===== config.mk =====
export PLATFORM = sky130hd
export DESIGN_NAME = dbg_or1k_module
export DESIGN_NICKNAME = d
export VERILOG_FILES = /design/src/hw/dbg_or1k_pkg.sv /design/src/hw/dbg_bus_req_if.sv /design/src/hw/dbg_crc32.sv /design/src/hw/dbg_wb_master.sv /design/src/hw/dbg_burst_datapath.sv /design/src/hw/dbg_burst_fsm.sv /design/src/hw/dbg_or1k_module.sv
export SDC_FILE = /design/constraint.sdc
export NUM_CORES = 1
export LEC_CHECK = 0
export ABC_AREA = 1
export BUFFER_PORTS_ARGS = -buffer_cell sky130_fd_sc_hd__buf_2
export CELL_PAD_IN_SITES_DETAIL_PLACEMENT = 1
export CELL_PAD_IN_SITES_GLOBAL_PLACEMENT = 1
export CORE_UTILIZATION = 30
export CTS_BUF_LIST = sky130_fd_sc_hd__clkbuf_16
export CTS_CLUSTER_SIZE = 12
export DETAILED_ROUTE_END_ITERATION = 10
export GPL_ROUTABILITY_DRIVEN = 1
export HOLD_SLACK_MARGIN = 0.03
export PLACE_DENSITY = 0.62
export SLEW_MARGIN = 15
export SYNTH_ARGS = -nofsm -noshare
export SYNTH_HDL_FRONTEND = slang
export SYNTH_SLANG_ARGS = --single-unit

===== constraint.sdc =====
create_clock -name tck_i -period 4.3 [get_ports tck_i]
set_clock_uncertainty 0.1 [all_clocks]
set_input_delay 0.86 -clock tck_i [delete_from_list [all_inputs] [get_ports tck_i]]
set_output_delay 0.86 -clock tck_i [all_outputs]
set_load 0.005 [all_outputs]

===== src/hw/dbg_or1k_pkg.sv =====
// OR1K debug unit
// Shared types and constants

package dbg_or1k_pkg;

  ////////////////////////////////////////
  // Widths
  ////////////////////////////////////////

  localparam int DR_W = 53;  // Debug data register length

  typedef logic [31:0] word_t;     // Bus word, address or CRC
  typedef logic [15:0] count_t;    // Burst word count
  typedef logic [3:0]  opcode_t;   // Command field, register bits 51:48
  typedef logic [5:0]  bit_cnt_t;  // Bits shifted for the current word

  // Burst commands, bit 2 marks a read
  localparam opcode_t CMD_BWRITE32 = 4'h3;
  localparam opcode_t CMD_BREAD32  = 4'h7;

  ////////////////////////////////////////
  // FSM and TDO select
  ////////////////////////////////////////

  typedef enum logic [3:0] {
    st_idle,
    st_rbegin,   // First read strobe
    st_rready,   // Wait for capture
    st_rstatus,  // Ready bit on TDO
    st_rburst,
    st_rcrc,
    st_wready,   // Wait for capture
    st_wwait,    // Wait for start bit
    st_wburst,
    st_wcrc,
    st_wmatch
  } burst_state_e;

  typedef enum logic [1:0] {
    tdo_ready,  // Bus unit ready bit
    tdo_data,   // Output shift register bit 0
    tdo_match,  // Write CRC match
    tdo_crc     // CRC serial out
  } tdo_sel_e;

  // Reflected CRC-32, LSB first
  localparam word_t CRC_POLY = 32'hedb8_8320;
  localparam word_t CRC_INIT = 32'hffff_ffff;

endpackage


===== src/hw/dbg_bus_req_if.sv =====
// Bus request between burst engine and bus unit
`timescale 1ns/1ns

interface dbg_bus_req_if;

  logic                strobe;  // One cycle, only while ready
  logic                rd_wrn;  // 1 read, 0 write
  dbg_or1k_pkg::word_t addr;
  dbg_or1k_pkg::word_t wdata;
  dbg_or1k_pkg::word_t rdata;   // Valid from ready until next strobe
  logic                ready;   // Bus unit idle

  // Burst engine side, FSM and datapath each drive their own part
  modport master (
    output strobe, rd_wrn, addr, wdata,
    input  rdata, ready
  );

  // Bus unit side
  modport slave (
    input  strobe, rd_wrn, addr, wdata,
    output rdata, ready
  );

endinterface


===== src/hw/dbg_crc32.sv =====
// Serial CRC-32
`timescale 1ns/1ns

module dbg_crc32 (
  input  logic                tck_i,
  input  logic                rst_i,
  input  logic                data_i,   // Bit entering the CRC
  input  logic                en_i,     // One CRC step
  input  logic                shift_i,  // Shift toward serial_o
  input  logic                clr_i,    // Restart at CRC_INIT
  input  dbg_or1k_pkg::word_t cmp_i,    // CRC sent by the host
  output logic                serial_o,
  output logic                match_o
);

  dbg_or1k_pkg::word_t crc_q;
  dbg_or1k_pkg::word_t crc_step;  // Value after one input bit

  // LSB first, feedback from bit 0
  always_comb begin
    crc_step = crc_q >> 1;
    if (crc_q[0] ^ data_i) begin
      crc_step = crc_step ^ dbg_or1k_pkg::CRC_POLY;
    end
  end

  always_ff @(posedge tck_i or posedge rst_i) begin
    if (rst_i) begin
      crc_q <= dbg_or1k_pkg::CRC_INIT;
    end else if (clr_i) begin
      crc_q <= dbg_or1k_pkg::CRC_INIT;  // New command
    end else if (en_i) begin
      crc_q <= crc_step;
    end else if (shift_i) begin
      crc_q <= {1'b0, crc_q[31:1]};  // Own output shift register
    end
  end

  assign serial_o = crc_q[0];
  assign match_o  = (cmp_i == crc_q);

endmodule


===== src/hw/dbg_wb_master.sv =====
// Wishbone classic master, one transfer per strobe
`timescale 1ns/1ns

module dbg_wb_master (
  input  logic                tck_i,
  input  logic                rst_i,
  dbg_bus_req_if.slave        bus,
  output dbg_or1k_pkg::word_t wb_adr_o,
  output dbg_or1k_pkg::word_t wb_dat_o,
  input  dbg_or1k_pkg::word_t wb_dat_i,
  output logic                wb_we_o,
  output logic                wb_cyc_o,
  output logic                wb_stb_o,
  input  logic                wb_ack_i
);

  logic cyc_q;  // Transfer in flight
  logic done;   // Ack of the current transfer

  assign done = cyc_q && wb_ack_i;

  ////////////////////////////////////////
  // Cycle control
  ////////////////////////////////////////

  always_ff @(posedge tck_i or posedge rst_i) begin
    if (rst_i) begin
      cyc_q <= 1'b0;
    end else if (bus.strobe) begin
      cyc_q <= 1'b1;  // cyc and stb rise together
    end else if (done) begin
      cyc_q <= 1'b0;  // Low in the cycle after ack
    end
  end

  assign wb_cyc_o  = cyc_q;
  assign wb_stb_o  = cyc_q;
  assign bus.ready = ~cyc_q;  // High again the cycle after ack

  ////////////////////////////////////////
  // Request and read data
  ////////////////////////////////////////

  // Held stable until ack
  always_ff @(posedge tck_i) begin
    if (bus.strobe) begin
      wb_adr_o <= bus.addr;
      wb_dat_o <= bus.wdata;
      wb_we_o  <= ~bus.rd_wrn;
    end
  end

  always_ff @(posedge tck_i) begin
    if (done && !wb_we_o) begin
      bus.rdata <= wb_dat_i;  // Kept until the next strobe
    end
  end

endmodule


===== src/hw/dbg_burst_datapath.sv =====
// Burst counters, output shift register and TDO mux
`timescale 1ns/1ns

module dbg_burst_datapath #(
  parameter int unsigned ADDR_STEP = 1  // Address advance per word
) (
  input  logic                          tck_i,
  input  logic                          rst_i,
  input  logic                          tdi_i,
  input  logic [dbg_or1k_pkg::DR_W-1:0] data_register_i,
  input  logic                          addr_ld_i,
  input  logic                          addr_inc_i,
  input  logic                          word_ld_i,
  input  logic                          word_dec_i,
  input  logic                          bit_clr_i,
  input  logic                          bit_inc_i,
  input  logic                          opcode_ld_i,
  input  logic                          out_ld_i,
  input  logic                          out_shift_i,
  input  dbg_or1k_pkg::tdo_sel_e        tdo_sel_i,
  input  logic                          crc_serial_i,
  input  logic                          crc_match_i,
  dbg_bus_req_if.master                 bus,
  output logic                          module_tdo_o,
  output logic                          word_zero_o,
  output logic                          next_word_zero_o,
  output logic                          bit_max_o,    // 32nd bit of a word
  output logic                          bit_32_o,     // All CRC bits in
  output logic                          crc_rd_bit_o,
  output dbg_or1k_pkg::word_t           cmd_word_o    // CRC compare field
);

  dbg_or1k_pkg::word_t    addr_q;    // Address of the next transfer
  dbg_or1k_pkg::count_t   word_q;    // Words still to move
  dbg_or1k_pkg::bit_cnt_t bit_q;
  dbg_or1k_pkg::opcode_t  opcode_q;  // Latched command
  dbg_or1k_pkg::word_t    out_q;     // Read word, LSB leaves first

  // Address counter, old value goes out with the strobe
  always_ff @(posedge tck_i) begin
    if (addr_ld_i) begin
      addr_q <= data_register_i[47:16];
    end else if (addr_inc_i) begin
      addr_q <= addr_q + dbg_or1k_pkg::word_t'(ADDR_STEP);
    end
  end

  always_ff @(posedge tck_i or posedge rst_i) begin
    if (rst_i) begin
      word_q   <= '0;
      bit_q    <= '0;
      opcode_q <= '0;
    end else begin
      if (word_ld_i) begin
        word_q <= data_register_i[15:0];
      end else if (word_dec_i) begin
        word_q <= word_q - 1'b1;
      end
      if (bit_clr_i) begin
        bit_q <= '0;  // Clear wins over increment
      end else if (bit_inc_i) begin
        bit_q <= bit_q + 1'b1;
      end
      if (opcode_ld_i) begin
        opcode_q <= data_register_i[51:48];
      end
    end
  end

  // Output shift register
  always_ff @(posedge tck_i) begin
    if (out_ld_i) begin
      out_q <= bus.rdata;
    end else if (out_shift_i) begin
      out_q <= {1'b0, out_q[31:1]};
    end
  end

  assign word_zero_o      = (word_q == '0);
  assign next_word_zero_o = (word_q == dbg_or1k_pkg::count_t'(1));
  assign bit_max_o        = (bit_q == dbg_or1k_pkg::bit_cnt_t'(31));
  assign bit_32_o         = (bit_q == dbg_or1k_pkg::bit_cnt_t'(32));
  assign crc_rd_bit_o     = out_q[0];
  assign cmd_word_o       = data_register_i[52:21];

  // Bus request fields
  assign bus.addr   = addr_q;
  assign bus.rd_wrn = opcode_q[2];
  assign bus.wdata  = {tdi_i, data_register_i[52:22]};  // 32nd bit still on tdi

  // TDO mux
  always_comb begin
    unique case (tdo_sel_i)
      dbg_or1k_pkg::tdo_ready: module_tdo_o = bus.ready;
      dbg_or1k_pkg::tdo_data:  module_tdo_o = out_q[0];
      dbg_or1k_pkg::tdo_match: module_tdo_o = crc_match_i;
      default:                 module_tdo_o = crc_serial_i;
    endcase
  end

endmodule


===== src/hw/dbg_burst_fsm.sv =====
// Burst control FSM
`timescale 1ns/1ns

module dbg_burst_fsm (
  input  logic                   tck_i,
  input  logic                   rst_i,
  input  logic                   capture_dr_i,
  input  logic                   shift_dr_i,
  input  logic                   update_dr_i,
  input  logic                   module_select_i,
  input  logic                   start_bit_i,       // Register bit 52
  input  dbg_or1k_pkg::opcode_t  opcode_i,          // Not yet latched
  input  logic                   word_zero_i,
  input  logic                   next_word_zero_i,
  input  logic                   bit_max_i,
  input  logic                   bit_32_i,
  dbg_bus_req_if.master          bus,
  output logic                   addr_ld_o,
  output logic                   addr_inc_o,
  output logic                   word_ld_o,
  output logic                   word_dec_o,
  output logic                   bit_clr_o,
  output logic                   bit_inc_o,
  output logic                   opcode_ld_o,
  output logic                   out_ld_o,
  output logic                   out_shift_o,
  output logic                   crc_en_o,
  output logic                   crc_clr_o,
  output logic                   crc_shift_en_o,
  output logic                   crc_in_sel_o,      // 1 tdi, 0 read data
  output dbg_or1k_pkg::tdo_sel_e tdo_sel_o,
  output logic                   top_inhibit_o
);

  dbg_or1k_pkg::burst_state_e state_q;
  dbg_or1k_pkg::burst_state_e state_d;
  logic burst_cmd;  // Burst command for this module
  logic shift;      // Shift cycle with module selected
  logic rd_next;    // Load next read word

  assign burst_cmd = module_select_i && update_dr_i && !start_bit_i &&
                     (opcode_i == dbg_or1k_pkg::CMD_BWRITE32 ||
                      opcode_i == dbg_or1k_pkg::CMD_BREAD32);
  assign shift = module_select_i && shift_dr_i;

  always_ff @(posedge tck_i or posedge rst_i) begin
    if (rst_i) begin
      state_q <= dbg_or1k_pkg::st_idle;
    end else begin
      state_q <= state_d;
    end
  end

  ////////////////////////////////////////
  // Next state and outputs
  ////////////////////////////////////////

  always_comb begin
    state_d        = state_q;
    addr_ld_o      = 1'b0;
    addr_inc_o     = 1'b0;
    word_ld_o      = 1'b0;
    word_dec_o     = 1'b0;
    bit_clr_o      = 1'b0;
    bit_inc_o      = 1'b0;
    opcode_ld_o    = 1'b0;
    out_ld_o       = 1'b0;
    out_shift_o    = 1'b0;
    crc_en_o       = 1'b0;
    crc_clr_o      = 1'b0;
    crc_shift_en_o = 1'b0;
    crc_in_sel_o   = 1'b0;
    tdo_sel_o      = dbg_or1k_pkg::tdo_data;
    top_inhibit_o  = 1'b0;
    bus.strobe     = 1'b0;
    rd_next        = 1'b0;

    unique case (state_q)
      dbg_or1k_pkg::st_idle: begin
        if (burst_cmd) begin  // Latch command, counters and CRC
          addr_ld_o   = 1'b1;
          word_ld_o   = 1'b1;
          bit_clr_o   = 1'b1;
          opcode_ld_o = 1'b1;
          crc_clr_o   = 1'b1;
          state_d     = opcode_i[2] ? dbg_or1k_pkg::st_rbegin : dbg_or1k_pkg::st_wready;
        end
      end
      dbg_or1k_pkg::st_rbegin: begin
        if (word_zero_i) begin
          state_d = dbg_or1k_pkg::st_idle;  // Empty burst, no bus cycle
        end else begin
          bus.strobe = 1'b1;  // First read
          addr_inc_o = 1'b1;
          state_d    = dbg_or1k_pkg::st_rready;
        end
      end
      dbg_or1k_pkg::st_rready: begin
        if (module_select_i && capture_dr_i) begin
          state_d = dbg_or1k_pkg::st_rstatus;
        end
      end
      dbg_or1k_pkg::st_rstatus: begin
        tdo_sel_o     = dbg_or1k_pkg::tdo_ready;  // Host polls this bit
        top_inhibit_o = 1'b1;
        if (shift && bus.ready) begin
          rd_next = 1'b1;
          state_d = dbg_or1k_pkg::st_rburst;
        end
      end
      dbg_or1k_pkg::st_rburst: begin
        top_inhibit_o = 1'b1;
        if (shift) begin
          out_shift_o = 1'b1;
          bit_inc_o   = 1'b1;
          crc_en_o    = 1'b1;  // CRC over the bit on TDO
          if (bit_max_i && word_zero_i) begin
            state_d = dbg_or1k_pkg::st_rcrc;
          end else if (bit_max_i) begin
            rd_next = 1'b1;
          end
        end
      end
      dbg_or1k_pkg::st_rcrc: begin
        tdo_sel_o      = dbg_or1k_pkg::tdo_crc;
        top_inhibit_o  = 1'b1;
        crc_shift_en_o = shift;  // Stays here until update
      end
      dbg_or1k_pkg::st_wready: begin
        if (word_zero_i) begin
          state_d = dbg_or1k_pkg::st_idle;
        end else if (module_select_i && capture_dr_i) begin
          state_d = dbg_or1k_pkg::st_wwait;
        end
      end
      dbg_or1k_pkg::st_wwait: begin
        top_inhibit_o = 1'b1;
        if (shift && start_bit_i) begin
          // tdi already holds the first data bit
          bit_inc_o    = 1'b1;
          word_dec_o   = 1'b1;  // Count ahead by one word
          crc_en_o     = 1'b1;
          crc_in_sel_o = 1'b1;
          state_d      = dbg_or1k_pkg::st_wburst;
        end
      end
      dbg_or1k_pkg::st_wburst: begin
        top_inhibit_o = 1'b1;
        if (shift) begin
          bit_inc_o    = 1'b1;
          crc_en_o     = 1'b1;
          crc_in_sel_o = 1'b1;
          if (bit_max_i) begin  // Word complete, write it
            bit_clr_o  = 1'b1;
            bus.strobe = 1'b1;
            addr_inc_o = 1'b1;
            word_dec_o = 1'b1;
            if (word_zero_i) begin
              state_d = dbg_or1k_pkg::st_wcrc;
            end
          end
        end
      end
      dbg_or1k_pkg::st_wcrc: begin
        top_inhibit_o = 1'b1;
        bit_inc_o     = shift;  // Host CRC enters the register
        if (bit_32_i) begin
          tdo_sel_o = dbg_or1k_pkg::tdo_match;
          state_d   = dbg_or1k_pkg::st_wmatch;
        end
      end
      dbg_or1k_pkg::st_wmatch: begin
        tdo_sel_o     = dbg_or1k_pkg::tdo_match;
        top_inhibit_o = 1'b1;
      end
      default: begin
        state_d = dbg_or1k_pkg::st_idle;
      end
    endcase

    // Next read word to the shift register, prefetch the one after
    if (rd_next) begin
      out_ld_o   = 1'b1;
      bit_clr_o  = 1'b1;
      word_dec_o = 1'b1;
      if (!next_word_zero_i) begin
        bus.strobe = 1'b1;
        addr_inc_o = 1'b1;
      end
    end

    // Early termination from any burst state
    if (update_dr_i && state_q != dbg_or1k_pkg::st_idle) begin
      state_d = dbg_or1k_pkg::st_idle;
    end
  end

endmodule


===== src/hw/dbg_or1k_module.sv =====
// OR1K debug unit, burst access over Wishbone
`timescale 1ns/1ns

module dbg_or1k_module #(
  parameter int unsigned ADDR_STEP = 1  // SPR bus is word addressed
) (
  input  logic                          tck_i,
  input  logic                          rst_i,
  input  logic                          tdi_i,
  output logic                          module_tdo_o,
  input  logic                          capture_dr_i,
  input  logic                          shift_dr_i,
  input  logic                          update_dr_i,
  input  logic [dbg_or1k_pkg::DR_W-1:0] data_register_i,
  input  logic                          module_select_i,
  output logic                          top_inhibit_o,
  output dbg_or1k_pkg::word_t           wb_adr_o,
  output dbg_or1k_pkg::word_t           wb_dat_o,
  input  dbg_or1k_pkg::word_t           wb_dat_i,
  output logic                          wb_we_o,
  output logic                          wb_cyc_o,
  output logic                          wb_stb_o,
  input  logic                          wb_ack_i
);

  // FSM to datapath
  logic addr_ld;
  logic addr_inc;
  logic word_ld;
  logic word_dec;
  logic bit_clr;
  logic bit_inc;
  logic opcode_ld;
  logic out_ld;
  logic out_shift;
  dbg_or1k_pkg::tdo_sel_e tdo_sel;

  // CRC control and status
  logic crc_en;
  logic crc_clr;
  logic crc_shift_en;
  logic crc_in_sel;
  logic crc_rd_bit;
  logic crc_serial;
  logic crc_match;
  dbg_or1k_pkg::word_t cmd_word;

  // Datapath status
  logic word_zero;
  logic next_word_zero;
  logic bit_max;
  logic bit_32;

  // Write data from tdi, read data from the shift register
  logic crc_data;
  assign crc_data = crc_in_sel ? tdi_i : crc_rd_bit;

  dbg_bus_req_if bus ();

  dbg_burst_fsm u_fsm (
    .tck_i           (tck_i),
    .rst_i           (rst_i),
    .capture_dr_i    (capture_dr_i),
    .shift_dr_i      (shift_dr_i),
    .update_dr_i     (update_dr_i),
    .module_select_i (module_select_i),
    .start_bit_i     (data_register_i[52]),
    .opcode_i        (data_register_i[51:48]),
    .word_zero_i     (word_zero),
    .next_word_zero_i(next_word_zero),
    .bit_max_i       (bit_max),
    .bit_32_i        (bit_32),
    .bus             (bus.master),
    .addr_ld_o       (addr_ld),
    .addr_inc_o      (addr_inc),
    .word_ld_o       (word_ld),
    .word_dec_o      (word_dec),
    .bit_clr_o       (bit_clr),
    .bit_inc_o       (bit_inc),
    .opcode_ld_o     (opcode_ld),
    .out_ld_o        (out_ld),
    .out_shift_o     (out_shift),
    .crc_en_o        (crc_en),
    .crc_clr_o       (crc_clr),
    .crc_shift_en_o  (crc_shift_en),
    .crc_in_sel_o    (crc_in_sel),
    .tdo_sel_o       (tdo_sel),
    .top_inhibit_o   (top_inhibit_o)
  );

  dbg_burst_datapath #(
    .ADDR_STEP(ADDR_STEP)
  ) u_datapath (
    .tck_i           (tck_i),
    .rst_i           (rst_i),
    .tdi_i           (tdi_i),
    .data_register_i (data_register_i),
    .addr_ld_i       (addr_ld),
    .addr_inc_i      (addr_inc),
    .word_ld_i       (word_ld),
    .word_dec_i      (word_dec),
    .bit_clr_i       (bit_clr),
    .bit_inc_i       (bit_inc),
    .opcode_ld_i     (opcode_ld),
    .out_ld_i        (out_ld),
    .out_shift_i     (out_shift),
    .tdo_sel_i       (tdo_sel),
    .crc_serial_i    (crc_serial),
    .crc_match_i     (crc_match),
    .bus             (bus.master),
    .module_tdo_o    (module_tdo_o),
    .word_zero_o     (word_zero),
    .next_word_zero_o(next_word_zero),
    .bit_max_o       (bit_max),
    .bit_32_o        (bit_32),
    .crc_rd_bit_o    (crc_rd_bit),
    .cmd_word_o      (cmd_word)
  );

  dbg_crc32 u_crc (
    .tck_i   (tck_i),
    .rst_i   (rst_i),
    .data_i  (crc_data),
    .en_i    (crc_en),
    .shift_i (crc_shift_en),
    .clr_i   (crc_clr),
    .cmp_i   (cmd_word),
    .serial_o(crc_serial),
    .match_o (crc_match)
  );

  dbg_wb_master u_wb (
    .tck_i   (tck_i),
    .rst_i   (rst_i),
    .bus     (bus.slave),
    .wb_adr_o(wb_adr_o),
    .wb_dat_o(wb_dat_o),
    .wb_dat_i(wb_dat_i),
    .wb_we_o (wb_we_o),
    .wb_cyc_o(wb_cyc_o),
    .wb_stb_o(wb_stb_o),
    .wb_ack_i(wb_ack_i)
  );

endmodule


Yosys cells after proc, flatten, opt, wreduce, memory -nomap -nowiden
Cells that the tools add are included.

word-level totals
  bits in registers = 223
  input bits = 93
  word-level logic and storage cells = 136

cells by class
  add/subtract/negate cells = 3
  equal/unequal tests = 30
  multiplexer cells = 59
  bitwise logic cells = 4
  reduce and logical (&&, ||, !) cells = 28

operators by type and width
  operator                                                number
  2-to-1 mux 32 bit                                       8
  2-to-1 mux 4 bit                                        13
  one-hot mux 4 bit (10 select lines)                     1
  adder 32 x 1 -> 32 bit (second input constant)          1
  == test 32 bit                                          1
  2-to-1 mux 16 bit                                       2
  inequality test 3 x 1 -> 1 bit (second input constant)  9
  2-to-1 mux 1 bit                                        21
  == test 4 x 3 -> 1 bit (second input constant)          5
  == test 16 x 1 -> 1 bit (second input constant)         1
  logical NOT 16 bit                                      1
  subtractor 16 x 1 -> 16 bit (second input constant)     1
  inverter 13 -> 14 bit                                   1
  == test 4 x 2 -> 1 bit (second input constant)          3
  == test 4 bit (second input constant)                   3
  2-to-1 mux 6 bit                                        2
  one-hot mux 1 bit (2 select lines)                      6
  AND reduction 12 bit                                    1
  logical AND 1 bit                                       11
  nonzero test 2 bit                                      5
  one-hot mux 2 bit (4 select lines)                      1
  OR reduction 7 bit                                      1
  adder 6 x 1 -> 6 bit (second input constant)            1
  == test 6 x 5 -> 1 bit (second input constant)          1
  19 further kinds                                        24

Depth between registers and ports, before layout
  word-level depth = 9
  mapped depth = 14
  mapped depth without buffers = 13

Least setup slack after synthesis
No wires, ideal clock.

  path type = input port to flip-flop
  start point = input module_select_i
  end point = register u_datapath.out_q[0], enable pin
  setup time = 0.466 ns
  arrival = 3.328 ns
  setup slack = 0.407 ns
  stages = 2
  path through = nand2_1 > o21ai_0

on the way
  cells in the longest elaborated chain, start to end = 6
  elaborated cells on any way between the ends = 9
  those cells by class = mux (6); reduce/logical (3)

RTL lines
  what                                     line                      RTL
  start, declared                          dbg_or1k_module.sv:15     input logic module_select_i,
  logical AND 1 bit (*)                    dbg_burst_fsm.sv:44       assign shift = module_select_i && shift_dr_i;
  logical AND 1 bit                        dbg_burst_fsm.sv:106      if (shift && bus.ready) begin
  2-to-1 mux 1 bit                         dbg_burst_fsm.sv:106
  one-hot mux 1 bit (2 select lines)       dbg_burst_fsm.sv:78       unique case (state_q)
  2-to-1 mux 1 bit                         dbg_burst_fsm.sv:182      if (rd_next) begin
  nonzero test 2 bit (no source line) (*)  --
  end signal, assigned                     dbg_burst_datapath.sv:73  out_q <= bus.rdata;
  end signal, assigned                     dbg_burst_datapath.sv:75  out_q <= {1'b0, out_q[31:1]};
  end, declared                            dbg_burst_datapath.sv:37  dbg_or1k_pkg::word_t out_q;

Mark *: on every way between the ends. The rest lies on a longest branch, timed or not.
A chain may end at the register's enable or synchronous reset.

Worst setup path after layout
  start point = register u_crc.crc_q[30]
  end point = output module_tdo_o

on the way
  cells in the longest elaborated chain, start to end = 2

RTL lines
  what                                line                      RTL
  start, declared                     dbg_crc32.sv:16           dbg_or1k_pkg::word_t crc_q;
  start signal, assigned              dbg_crc32.sv:29           crc_q <= dbg_or1k_pkg::CRC_INIT;
  start signal, assigned              dbg_crc32.sv:31           crc_q <= dbg_or1k_pkg::CRC_INIT;
  start signal, assigned              dbg_crc32.sv:33           crc_q <= crc_step;
  == test 32 bit                      dbg_crc32.sv:40           assign match_o = (cmp_i == crc_q);
  one-hot mux 1 bit (3 select lines)  dbg_burst_datapath.sv:93  unique case (tdo_sel_i)
  end, declared                       dbg_or1k_module.sv:10     output logic module_tdo_o,

No other way between the ends.

==> metrics.yaml <==
timing.hold.ws_ps: 375.4
wl_microns: 27170
via_count: 7754
hold_buffers: 0
cp.arrival_ps: 2360
rows: 67
ant_nets: 0
drive_gt1_share_pct: 22.85
r2r-end: "u_datapath.out_q[18]$_DFFE_PP_"
insertion_delay_ps: 530
antenna_cells: 0
wl_per_cell_microns: 16.16
ys_seq_elements: 221
root_buffer: "clkbuf_16"
synth_top_family_by_area: "simple AND/OR/NAND/NOR gates"
antenna_found_initial: 0
drv_slew: 0
grt_pass1_wl_microns: 43880
fin_crit_ps: 3324
drc_errors: 0
synth_cell_types: 41
initial_utilization_pct: 30.71
syn_nets: 1148
cp-start-kind: "flop"
dr.pass1.iters: 5
timing.setup.tns_ps: 0
numCtsBuffers: 26
hold_end: "u_crc.crc_q[27]$_DFFE_PP1P_"
hold_viol: 0
drv_cap: 0
grtUsageMet1_pct: 22.02
dp_hpwl_microns: 19880
grt-busiest-layer: "met2"
port_buffers: 161
holdPathStages: 2
yosysSeqAreaShare_pct: 61.46
drt_iter0_markers: 418
overflow: 0
place.gp.congestion: 0.8771
yosys.area_share.xor_xnor_pct: 5.150
grt_start_max_net_pins: 52
slew-limit-headroom_pct: 33.61
rsz0062_at_grt: "false"
synth_area_sq_um: 10370
nFillCells: 3883
use_met2_pct: 25.16
p_per_area_nw_per_um2: 568.2
required_ps: 3340
die-area_sq_um: 35330
ios: 162
clk_pin_slew_worst_paths_ps: 60
dieHeight_microns: 188.0
leakage_nw: 5.338
final_nets: 1316
postCtsSetupBuffers: 0
period_share_pct: 77.30
yosys.area_share.adder_pct: 0.6030
r2r_start: "u_datapath.word_q[0]$_DFFE_PP0P_"
min_from: "u_crc.crc_q[28]$_DFFE_PP1P_"
cts_tree: "built"
cp-startpoint: "u_crc.crc_q[30]$_DFFE_PP1P_"
htreeDepth: 1
areaGrowthSynthToFinish_pct: 20.72
synth_compound_area_share_pct: 5.740
r2r_cells: 9
tightestPinTransition_ps: 992.1
synth_mux_area_share_pct: 0
cts_resized: 0
dieWidth_microns: 188.0
grt.total_usage_pct: 15.60
crit_path_end_kind: "output port"
min_path_type: "flop to flop"
synth-simple-area-share_pct: 22.30
crit_type: "flop to output port"
synthCells: 1050
vdd_drop_max_uv: 327.9
syn_avg_cell_area_sq_um: 9.881
clock_sinks: 221
cts_buffer_depth: 3
status: "completed"
vias_per_cell: 4.610
yosys_warnings: 0
cp_max_fo: 3
reg2reg_setup_slack_ps: 1190
timing.fmax_mhz: 300.9
finalSetupViolations: 0
core_sq_um: 33780
grt_use_met3_pct: 2.059
grt_pass1_vias: 7884
[sequential cells by signal, indices dropped and copies added, names as in the netlist]
name / count
u_crc.crc_q: 32
u_datapath.bit_q: 6
u_datapath.bus.addr: 32
u_datapath.opcode_q: 1
u_datapath.out_q: 32
u_datapath.word_q: 16
u_fsm.state_q: 4
u_wb.bus.rdata: 32
u_wb.wb_adr_o: 32
u_wb.wb_cyc_o: 1
u_wb.wb_dat_o: 32
u_wb.wb_we_o: 1
[Yosys cell counts]
| cell | count | area, sq um |
|---|---|---|
| nand4_1 | 22 | 137.6 |
| nand2_4 | 2 | 22.52 |
| nor2_8 | 1 | 20.02 |
| a31oi_1 | 2 | 12.51 |
| buf_6 | 2 | 22.52 |
| o21ai_1 | 12 | 60.06 |
| xnor2_1 | 29 | 254.0 |
| ha_1 | 5 | 62.56 |
| a31o_2 | 1 | 8.760 |
| buf_1 | 2 | 7.510 |
| nand2_2 | 3 | 18.77 |
| or2_1 | 1 | 6.260 |
| nor3_4 | 1 | 16.27 |
| nor2_2 | 5 | 31.28 |
| edfxtp_1 | 161 | 4835 |
| o21ai_0 | 33 | 165.2 |
| nand3b_2 | 1 | 11.26 |
| or2_2 | 1 | 6.260 |
| o21bai_1 | 1 | 7.510 |
| buf_2 | 16 | 80.08 |
| dfrtp_1 | 28 | 700.7 |
| nor3_1 | 19 | 95.09 |
| a22oi_1 | 14 | 105.1 |
| clkbuf_1 | 5 | 18.77 |
| nand2_1 | 356 | 1336 |
| nand3_1 | 58 | 290.3 |
| xor2_1 | 32 | 280.3 |
| nor4_2 | 1 | 12.51 |
| a21oi_1 | 18 | 90.09 |
| dfstp_2 | 32 | 840.8 |
| buf_4 | 3 | 22.52 |
| nor2_4 | 1 | 11.26 |
| nand3_2 | 2 | 20.02 |
| inv_1 | 81 | 304.0 |
| o22ai_1 | 4 | 25.02 |
| nor2_1 | 68 | 255.2 |
| o21ai_2 | 12 | 105.1 |
| inv_2 | 10 | 37.54 |
| a41oi_1 | 1 | 8.760 |
| nand3b_1 | 3 | 22.52 |
| o31ai_1 | 1 | 7.510 |
[metrics by stage]
| stage | std cells | power [W] | utilization, % | instance area (sq um) | setup slack, ps |
|---|---|---|---|---|---|
| after CTS | 1682 | 0.007217 | 37.07 | 12520 | 868.5 |
| after floorplan | 1050 | 0.004374 | - | 10380 | 406.8 |
| after global placement | 1638 | 0.004955 | 34.59 | 11690 | 835.3 |
| after detailed placement | 1638 | 0.004996 | 34.59 | 11690 | 729.7 |
| after global routing | 1682 | 0.007550 | 37.07 | 12520 | 799.5 |
| final | 1682 | 0.007116 | 37.07 | 12520 | 976.2 |
[worst max path at each step]
stage | endpoint | slack, ps | cells after the start
after global routing | module_tdo_o | 800 | 9
after global placement | u_wb.wb_dat_o[26]$_DFFE_PP_ | 840 | 8
final | module_tdo_o | 980 | 8
after CTS | module_tdo_o | 870 | 8
after floorplan | u_datapath.out_q[0]$_DFFE_PP_ | 410 | 2
after detailed placement | u_wb.wb_dat_o[26]$_DFFE_PP_ | 730 | 8
[critical path: stages (launching register included)]
cell and delay [ps]:
dfstp_2 580, xnor2_1 140, nand2_1 70, nor3_1 230, nand2_1 110, nor2_1 120, nand3_1 140, a21oi_1 290
buf_2 170
[placed cells by master (no fill, tap or decap), types with 6 or more instances in the layout]
master and count:
buf_2 161, nand4_1 22, edfxtp_1 161, a21oi_1 18
nand2_1 356, clkinv_1 6, nor2_1 67, o21ai_1 12
dfrtp_1 28, clkbuf_16 27, nor3_1 19, inv_1 80
xnor2_1 29, xor2_1 32, o21ai_0 32, a22oi_1 14
dfstp_2 32, inv_2 12, nand3_1 58, o21ai_2 12
[metal layers]
metal | up-vias | wire [microns]
met5 | - | 0
met4 | 0 | 676
met3 | 44 | 1102
met2 | 182 | 12270
met1 | 3698 | 13130
li1 | 3830 | -
[area by class of cell]
type / instances / area, sq um / area share (%)
clock inverter: 17 / 162.7 / 1.299
timing repair buffer: 168 / 883.3 / 7.053
tap: 448 / 560.5 / 4.476
sequential: 221 / 6376 / 50.91
multi-input combinational: 710 / 3525 / 28.14
inverter: 91 / 341.6 / 2.727
clock buffer: 27 / 675.6 / 5.395
[cells by family after synthesis]
| kind of cell | Yosys count |
|---|---|
| and+or+nand+nor | 545 |
| DFF | 221 |
| buffers and inverters | 119 |
| AOI/OAI and AO/OA | 99 |
| xor gates and xnor gates | 61 |
| adders and majority gates | 5 |
[where the power goes]
group          internal, W  switching (W)
Combinational     0.000607        0.00101
Sequential         0.00296       0.000357
Clock              0.00131       0.000877
Total              0.00487        0.00224
Power figures use the tool's default switching activity.
